<file path="src/include/host_mux_params.svh">
`ifndef HOST_MUX_PARAMS_SVH
`define HOST_MUX_PARAMS_SVH

// ====================
// port sharing
// ====================

// accelerator instances behind the host port, 1 to 4
`define HM_NUM_PORTS 2

// instance number carried in the top metadata bits
`define HM_TAG_BITS 2

// ====================
// host request fields
// ====================

`define HM_ADDR_BITS 42
`define HM_DATA_BITS 512
`define HM_MDATA_BITS 16

// request queues, 16 entries
`define HM_QUEUE_DEPTH_BITS 4

// free entries left when almfull rises
`define HM_ALMFULL_MARGIN 4

`endif

</file>
<file path="src/logic/host_mux_pkg.sv">
`default_nettype none

`include "host_mux_params.svh"

package host_mux_pkg;

    // ====================
    // basic fields
    // ====================

    // cache-line address
    typedef logic [`HM_ADDR_BITS-1:0] addr_t;

    // one full cache line
    typedef logic [`HM_DATA_BITS-1:0] data_t;

    // top bits hold the instance number on the host side
    typedef logic [`HM_MDATA_BITS-1:0] mdata_t;

    typedef logic [`HM_TAG_BITS-1:0] port_id_t;

    // ====================
    // requests
    // ====================

    // mdata sits in the low bits of both request types
    typedef struct packed
    {
        addr_t  addr;
        mdata_t mdata;
    } rd_req_t;

    typedef struct packed
    {
        addr_t  addr;
        data_t  data;
        mdata_t mdata;
    } wr_req_t;

endpackage

`default_nettype wire

</file>
<file path="src/logic/queue_if.sv">
`default_nettype none

// link between an arbiter and one of its request queues
interface queue_if
#(
    parameter type req_t = logic
)
();
    logic push;
    req_t push_data;
    logic pop;
    req_t head;
    logic empty;
    logic almfull;

    modport queue
    (
        input  push, push_data, pop,
        output head, empty, almfull
    );

    modport ctrl
    (
        output push, push_data, pop,
        input  head, empty, almfull
    );
endinterface

`default_nettype wire

</file>
<file path="src/logic/req_arbiter.sv">
`default_nettype none

`include "host_mux_params.svh"

module req_arbiter
    import host_mux_pkg::*;
#(
    parameter type req_t = rd_req_t
)
(
    input  logic                     clk,
    input  logic                     arst_n,
    input  logic [`HM_NUM_PORTS-1:0] inst_valid,
    input  req_t                     inst_req [`HM_NUM_PORTS],
    output logic [`HM_NUM_PORTS-1:0] inst_almfull,
    input  logic                     host_almfull,
    output logic                     host_valid,
    output req_t                     host_req
);
    localparam int N = `HM_NUM_PORTS;

    logic [N-1:0] q_empty;
    logic [N-1:0] q_pop;
    req_t         q_head [N];

    port_id_t ptr;
    port_id_t ptr_succ;
    port_id_t ptr_next;
    req_t     tagged_req;

    // ====================
    // per-port queues
    // ====================

    for (genvar i = 0; i < N; i++)
    begin : gen_port
        queue_if #(.req_t(req_t)) qif ();

        assign qif.push = inst_valid[i];
        assign qif.push_data = inst_req[i];
        assign qif.pop = q_pop[i];

        assign q_head[i] = qif.head;
        assign q_empty[i] = qif.empty;
        assign inst_almfull[i] = qif.almfull;

        // only the current port pops, and never under host back-pressure
        assign q_pop[i] = (ptr == port_id_t'(i)) && !qif.empty && !host_almfull;

        req_queue #(.req_t(req_t)) u_queue
        (
            .clk    (clk),
            .arst_n (arst_n),
            .q      (qif.queue)
        );
    end

    // ====================
    // rotating pointer
    // ====================

    assign ptr_succ = (ptr == port_id_t'(N - 1)) ? '0 : ptr + port_id_t'(1);

    always_comb
    begin
        // fallback is the highest non-empty port, else port 0
        ptr_next = '0;
        for (int i = 0; i < N; i++)
        begin
            if (!q_empty[i])
            begin
                ptr_next = port_id_t'(i);
            end
        end
        // next port in turn wins when it has work
        for (int i = 0; i < N; i++)
        begin
            if (port_id_t'(i) == ptr_succ && !q_empty[i])
            begin
                ptr_next = ptr_succ;
            end
        end
    end

    // selected head with the instance number in the top tag bits
    always_comb
    begin
        tagged_req = q_head[0];
        for (int i = 0; i < N; i++)
        begin
            if (port_id_t'(i) == ptr)
            begin
                tagged_req = q_head[i];
            end
        end
        tagged_req.mdata[`HM_MDATA_BITS-1 -: `HM_TAG_BITS] = ptr;
    end

    // ====================
    // host output register
    // ====================

    always_ff @(posedge clk or negedge arst_n)
    begin
        if (!arst_n)
        begin
            ptr        <= '0;
            host_valid <= 1'b0;
        end
        else
        begin
            ptr        <= ptr_next;
            host_valid <= |q_pop;
        end
    end

    always_ff @(posedge clk)
    begin
        if (|q_pop)
        begin
            host_req <= tagged_req;
        end
    end

    // one request may still leave in the cycle almfull rises, none after
    assert property (@(posedge clk) disable iff (!arst_n) host_almfull |=> !host_valid)
        else $error("req_arbiter: host request issued under almost-full");
endmodule

`default_nettype wire

</file>
<file path="src/logic/req_queue.sv">
`default_nettype none

`include "host_mux_params.svh"

module req_queue
    import host_mux_pkg::*;
#(
    parameter type req_t = rd_req_t
)
(
    input logic    clk,
    input logic    arst_n,
    queue_if.queue q
);
    localparam int PTR_BITS = `HM_QUEUE_DEPTH_BITS;
    localparam int DEPTH = 1 << PTR_BITS;

    localparam logic [PTR_BITS-1:0] PTR_ONE = 1;
    localparam logic [PTR_BITS:0] CNT_ONE = 1;
    localparam logic [PTR_BITS:0] FULL_LEVEL = (PTR_BITS+1)'(DEPTH);
    localparam logic [PTR_BITS:0] ALMFULL_LEVEL = (PTR_BITS+1)'(DEPTH - `HM_ALMFULL_MARGIN);

    req_t                mem [DEPTH];
    logic [PTR_BITS-1:0] wr_ptr;
    logic [PTR_BITS-1:0] rd_ptr;
    logic [PTR_BITS:0]   count;

    // storage
    always_ff @(posedge clk)
    begin
        if (q.push)
        begin
            mem[wr_ptr] <= q.push_data;
        end
    end

    always_ff @(posedge clk or negedge arst_n)
    begin
        if (!arst_n)
        begin
            wr_ptr <= '0;
            rd_ptr <= '0;
            count  <= '0;
        end
        else
        begin
            if (q.push)
            begin
                wr_ptr <= wr_ptr + PTR_ONE;
            end
            if (q.pop)
            begin
                rd_ptr <= rd_ptr + PTR_ONE;
            end
            case ({q.push, q.pop})
                2'b10:   count <= count + CNT_ONE;
                2'b01:   count <= count - CNT_ONE;
                default: count <= count;
            endcase
        end
    end

    // head is visible in the same cycle the arbiter pops it
    assign q.head = mem[rd_ptr];
    assign q.empty = (count == '0);
    assign q.almfull = (count >= ALMFULL_LEVEL);

    // the instance must stop pushing before the queue overflows
    assert property (@(posedge clk) disable iff (!arst_n)
        q.push && !q.pop |-> count != FULL_LEVEL)
        else $error("req_queue: push while full");

    assert property (@(posedge clk) disable iff (!arst_n) q.pop |-> !q.empty)
        else $error("req_queue: pop while empty");
endmodule

`default_nettype wire

</file>
<file path="config.mk">
export PLATFORM = sky130hd
export DESIGN_NAME = req_arbiter
export DESIGN_NICKNAME = d
export VERILOG_FILES = /design/src/logic/host_mux_pkg.sv /design/src/logic/queue_if.sv /design/src/logic/req_arbiter.sv /design/src/logic/req_queue.sv
export VERILOG_INCLUDE_DIRS = /design/src /design/src/include
export SDC_FILE = /design/constraint.sdc
export NUM_CORES = 2
export LEC_CHECK = 0
export ABC_AREA = 1
export BUFFER_PORTS_ARGS = -buffer_cell sky130_fd_sc_hd__clkbuf_2
export CORE_MARGIN = 2
export CORE_UTILIZATION = 35
export DETAILED_ROUTE_END_ITERATION = 8
export GPL_TIMING_DRIVEN = 0
export MAX_ROUTING_LAYER = met4
export SETUP_SLACK_MARGIN = 0.05
export SLEW_MARGIN = 40
export SYNTH_ARGS = -nofsm -noshare
export SYNTH_HDL_FRONTEND = slang
export SYNTH_SLANG_ARGS = --single-unit
</file>
<file path="constraint.sdc">
create_clock -name clk -period 6.2 [get_ports clk]
set_input_delay 0.62 -clock clk [delete_from_list [all_inputs] [get_ports clk]]
set_output_delay 0.62 -clock clk [all_outputs]
set_load 0.01 [all_outputs]
</file>
=== Word-level counts from Yosys, hierarchy flattened ===
Memory sizes are Yosys's and may differ from the RTL's.
Cells that the tools add are included.

* Memories kept: 2
* Output and inout bits: 61
* Register bits: 87
* Bits in writable memories: 1856
* Bits of input ports: 121
* ROM bits: 0
* Bits in latches: 0

{| class="wikitable"
|+ Memories
! name !! depth !! bits a word !! rd ports !! clocked after memory_dff !! write ports !! RTL line !! text
|-
| gen_port[0].u_queue.mem || 16 || 58 || 1 || 0 || 1 || req_queue.sv:23 || <nowiki>req_t mem [DEPTH];</nowiki>
|-
| gen_port[1].u_queue.mem || 16 || 58 || 1 || 0 || 1 || req_queue.sv:23 ||
|}

* Multipliers: 0
* Muxes and demuxes: 11
* Bitwise gates (word level): 0
* Magnitude comparators: 2
* Div/mod/pow operators: 0
* Shift operators: 0
* Reductions and logical operators: 16
* Eq/ne operators: 7
* Add/subtract/negate cells: 9

{| class="wikitable"
|+ Operators with widths
! operator !! number
|-
| two-way mux 58 bit || 1
|-
| one-hot mux 5 bit (2 select lines) || 2
|-
| adder 4 x 1 -> 4 bit (second input constant) || 4
|-
| adder 5 x 1 -> 5 bit (second input constant) || 2
|-
| greater-or-equal comparator 5 x 4 -> 1 bit (second input constant) || 2
|-
| logical NOT 5 bit || 2
|-
| subtractor 5 x 1 -> 5 bit (second input constant) || 2
|-
| == test 2 x 1 -> 1 bit (second input constant) || 3
|-
| logical AND 1 bit || 6
|-
| two-way mux 2 bit || 3
|-
| two-way mux 1 bit || 5
|-
| == test 1 x 2 -> 1 bit (first input constant) || 2
|-
| == test 2 bit (second input constant) || 2
|-
| logical NOT 2 bit || 2
|-
| nonzero test 2 bit || 2
|-
| logical NOT 1 bit || 3
|-
| adder 2 x 1 -> 2 bit (second input constant) || 1
|-
| OR reduction 2 bit || 1
|}

=== Logic depth before layout (Yosys ltp) ===
* Word-level depth: 6
* Gate-level depth with buffers: 16

=== Hierarchy ===
Synthesis repeated with hierarchy kept, for this count alone.

* Cells, all modules: 6331
* Area total of the unflattened synthesis: 78989.5 um^2

{| class="wikitable"
|+ By module, submodules not included
! module !! cells an instance !! area each (um^2) !! instances
|-
| req_queue || 3033 || 38127.8 || 2
|-
| req_arbiter || 265 || 2733.9 || 1
|}

=== Least setup slack after synthesis ===
No wires, ideal clock.

* Kind: input to register
* Start: input port inst_valid[0]
* End: memory gen_port[0].u_queue.mem[11][0] (netlist name), enable pin
* Required time: 5.730 ns
* Cell stages on the path: 3
* Arrival: 3.427 ns
* Path buffers: 1
* Path slack: 2.303 ns
* Setup time: 0.470 ns
* Cell sequence: clkbuf_1 > nand2_1 > nor2_1

* Longest elaborated chain between the ends: 2

{| class="wikitable"
|+ Ends and longest elaborated chain
! item !! RTL line !! text
|-
| start, declared || req_arbiter.sv:13 || <nowiki>input logic [`HM_NUM_PORTS-1:0] inst_valid,</nowiki>
|-
| two-way mux 1 bit || req_queue.sv:31 || <nowiki>if (q.push)</nowiki>
|-
| two-way mux 1 bit (implied by the code) || req_queue.sv:33 || <nowiki>mem[wr_ptr] <= q.push_data;</nowiki>
|-
| end, declared || req_queue.sv:23 ||
|}

Every way passes these cells.

=== Final worst setup path ===
* Start: register ptr[0]
* End: register gen_port[1].u_queue.count[4]

* Longest elaborated chain between the ends: 5
* Elaborated cells on any way between the ends: 7
* Those cells by class: eq/ne: 3; mux: 1; reduce/logical: 3

{| class="wikitable"
|+ Ends and longest elaborated chain
! item !! RTL line !! text
|-
| start, declared || req_arbiter.sv:26 || <nowiki>port_id_t ptr;</nowiki>
|-
| start signal, assigned || req_arbiter.sv:112 || <nowiki>ptr <= ptr_next;</nowiki>
|-
| == test 2 x 1 -> 1 bit (*) || req_arbiter.sv:48 || <nowiki>assign q_pop[i] = (ptr == port_id_t'(i)) && !qif.empty && !host_almfull;</nowiki>
|-
| logical AND 1 bit (*) (2 in a row) || req_arbiter.sv:48 ||
|-
| net gen_port[1].qif.pop || queue_if.sv:11 || <nowiki>logic pop;</nowiki>
|-
| == test 2 x 1 -> 1 bit / == test 2 bit (equally long branches) || req_queue.sv:55 || <nowiki>case ({q.push, q.pop})</nowiki>
|-
| one-hot mux 5 bit (2 select lines) / nonzero test 2 bit (equally long branches) || -- ||
|-
| end signal, assigned || req_queue.sv:56 || <nowiki>2'b10: count <= count + CNT_ONE;</nowiki>
|-
| end signal, assigned || req_queue.sv:57 || <nowiki>2'b01: count <= count - CNT_ONE;</nowiki>
|-
| end signal, assigned || req_queue.sv:58 || <nowiki>default: count <= count;</nowiki>
|-
| end, declared || req_queue.sv:26 || <nowiki>logic [PTR_BITS:0] count;</nowiki>
|}

The timed path passes the listed nets; every way through them passes the cells marked *.
A chain may end at the register's enable or synchronous reset.

==> summary.md <==
| Metric | Value |
|---|---|
| Crit path DAT | 3.88 ns |
| Die Width | 478.1 um |
| Maximum clock rate | 316.6 MHz |
| Crit-path most repeated cell | nand2_1 |
| PD cells | 480.4 mW/mm^2 |
| Crit. Startpoint | ptr[0]$_DFF_PN0_ |
| Outcome | finished, final reports clean |
| Setup tns final | 0 ns |
| Max Cap Violations | 0 |
| Vias per cell | 4.954 |
| HP Class | primary input to register |
| Synth cell types | 30 |
| WL/cell | 22.51 um |
| Worst Setup End Kind | register |
| Placed wire-length estimate | 167200 um |
| Storage element area | 0.05628 mm^2 |
| CTS Root Cell | clkbuf_16 |
| CTS max path bufs | 3 |
| Most frequent cells in the layout | 2580 x nand2_1, 1850 x edfxtp_1, 1357 x nand3_1 |
| Clk slew on worst S/H paths | 0.06 ns |
| YS warnings | 0 |
| Clock Power Share | 25.7% |
| Drt first pass iters | 6 |
| Initial antenna violation count | 37 |
| Psw | 17690 uW |
| CP Class | register to register |
| Bufs and invs on worst path | 3 |
| Final Slew Violations | 0 |
| RSZ-0062 raised after global routing | no |
| Period utilization | 50.94% |
| RD Place Congestion | 0.8462 |
| Leakage | 0.03696 uW |
| Largest net degree at the start of global routing | 33 |
| Drt drc | 0 |
| Commonest non-fill, non-tap cell in the layout | nand2_1 |
| Clock Latency Late Sink | 0.83 ns |
| Worst slew margin | 39.92% |
| Multi-input gate area | 0.01739 mm^2 |
| Crit-path leading delay family | simple AND/OR/NAND/NOR gates |
| Fin worst setup slack | 3.042 ns |
| Combinational power share | 38.4% |
| Remaining global-route overflow | 0 |
| Share of layout cells above drive strength 1 | 12.14% |
| Synthesized instance count | 7014 |
| Syn avg cell area | 11.22 um^2 |
| Initial Util | 35.09% |
| CTS H-tree depth | 4 |
| Int Power | 26780 uW |
| Syn_nets | 7152 |
| Fillers | 20940 |
| Min Tclk post-route | 3.158 ns |
| Final-stage net count | 7658 |
| Sequential fraction of the synthesis area | 71.53% |
| Area growth, synth to finish | 17.64% |
| Antenna viol nets, final | 0 |
| Routed wire length | 241000 um |
| Clock Sinks | 1879 |
| Maximum vdd drop | 0.2329 mV |
| FP Rows | 174 |
| HP Start | inst_req[9] |
| Number of DRC markers in iteration 0 | 7054 |
| DIE AREA | 0.2286 mm^2 |
| Ys flop type | edfxtp_1 |
| Post-synthesis register bit count | 1879 |
| Vias | 53030 |
| Asr flop ratio synth | 1.543% |
| Setup Skew | 0.03921 ns |
| CP Data Required Time | 6.92 ns |
| Worst path cell trace | inv_1 -> nor2_1 -> nand3_1 -> inv_1 -> ha_1 -> xor2_1 -> ha_1 -> inv_1 -> nand2_1 -> nand3_1 -> nand3_1 -> nand2_1 -> nand2_1 -> nand2_1 |
| Synthesized cell area | 0.07868 mm^2 |
| CP max stage delay | 0.51 ns |
| EDFF count, synth | 1850 |
| First-pass GRT wire length | 346300 um |
| Total core area | 0.2242 mm^2 |
| Startpoint types | register |
| CP max FO | 7 |
| Vias in the first global route | 50680 |
| Pin slew with the least headroom to its limit | 0.9011 ns |
| Slowest cell on crit path | inv_1 |
| Total GRT Usage | 21.25% |
| Post-place setup slack | 2.959 ns |
| CTS Buf Count | 193 |
| Sw frac | 39.78% |
| Port Buffers | 175 |
| Io pins | 182 |
| Final hold violations | 0 |
| Final hold slack | 0.1936 ns |
| CTS tree | done |
| RR Startpoint | ptr[0]$_DFF_PN0_ |
| DIE HEIGHT | 478.1 um |
| Sequential share of power | 35.9% |
| # setup viols final | 0 |
[metal layers]
layer  wire length (um)  GRT usage [%]  vias to the layer above
met5                  0              -                        -
met4               9463          7.914                        0
met3              23060          4.273                      419
met2             114500          33.88                     2544
met1              93990          26.78                    25520
li1                   -              -                    24550
[cells in the mapped netlist (3+ instances only)]
library cell,n,area [um^2]
a21oi_1,3,15.01
nand3_1,1357,6792
buf_2,146,730.7
inv_1,704,2643
edfxtp_1,1850,55550
o21ai_0,10,50.05
buf_6,83,934.7
dfrtp_1,29,725.7
nor3_1,3,15.01
buf_4,72,540.5
buf_1,21,78.83
ha_1,17,212.7
xor2_1,18,157.7
nand2_1,2581,9688
clkbuf_4,3,22.52
nor2_1,39,146.4
clkbuf_1,60,225.2
[state kept, by name, summed over array words and instances, names as in the netlist]
register,flops
host_req,58
gen_port.u_queue.count,10
ptr,2
gen_port.u_queue.mem,1792
host_valid,1
gen_port.u_queue.rd_ptr,8
gen_port.u_queue.wr_ptr,8
[area by class of cell]
cell class,count,area share (%)
Antenna cell,28,0.07570
Buffer,388,2.799
Clock buffer,260,5.670
Clock inverter,101,0.9759
Inverter,710,2.898
Multi-Input combinational cell,4037,18.78
Sequential cell,1879,60.80
Tap cell,2992,4.044
Timing Repair Buffer,311,3.952
[power by group through the flow]
stage               Sequential, uW  Combinational (uW)  Clock [uW]
floorplan                    16300                9360           0
global placement             16400               16000           0
detailed placement           16200               16800           0
CTS                          16000               16900       11500
global route                 16000               18300       12100
finish                       16000               17100       11400
[worst reg2reg max path, cell delays in order (launching register included)]
cell and delay [ns]:
dfrtp_1 0.39, inv_1 0.05, nor2_1 0.35, nand3_1 0.44
inv_1 0.51, ha_1 0.39, xor2_1 0.23, ha_1 0.18
inv_1 0.04, nand2_1 0.10, nand3_1 0.12, nand3_1 0.10
nand2_1 0.05, nand2_1 0.05, nand2_1 0.05
[final timing paths]
| kind | endpoint | cells after the start | slack [ns] |
|---|---|---|---|
| setup / recovery | gen_port[1].u_queue.count[4]$_DFFE_PN0P_ | 14 | 3.04 |
| hold / removal | gen_port[1].u_queue.mem[14][9]$_DFFE_PP_ | 1 | 0.19 |
| setup reg to reg | gen_port[1].u_queue.count[4]$_DFFE_PN0P_ | 14 | 3.04 |
| hold reg to reg | host_req[15]$_DFFE_PP_ | 0 | 0.49 |
| max in group asynchronous | gen_port[0].u_queue.rd_ptr[3]$_DFFE_PN0P_ | 2 | 5.38 |
| min in group asynchronous | host_valid$_DFF_PN0_ | 2 | 0.37 |
[through the flow]
step | power [uW] | area, um^2 | std cells | utilization [%]
finish | 44470 | 92570 | 10710 | 41.28
global route | 46410 | 92560 | 10700 | 41.28
CTS | 44430 | 92490 | 10680 | 41.25
detailed placement | 33070 | 86330 | 10320 | 38.50
global placement | 32420 | 83300 | 10180 | 37.15
floorplan | 25610 | 78680 | 7014 | -
[kinds of logic (layout without fill, tap and decap cells)]
family,Yosys count,count (layout),synth area share [%]
and+or+nand+nor,3983,3983,21.17
DFF,1879,1879,71.53
buffers and inverters,1098,1770,6.691
xor gates and xnor gates,20,20,0.2226
adders and majority gates,17,17,0.2703
AOI/OAI and AO/OA,16,16,0.1113
other,1,29,0.004766
[timing repair]
action | 4_1_cts | 5_1_grt
hold buffers | 1 | 0
setup endpoints to repair | 0 | 0
setup buffers | 0 | 0
gates resized for setup | 0 | 0
endpoints found under the hold margin | 29 | 0
No activity file was read; power rests on OpenSTA's default activity.
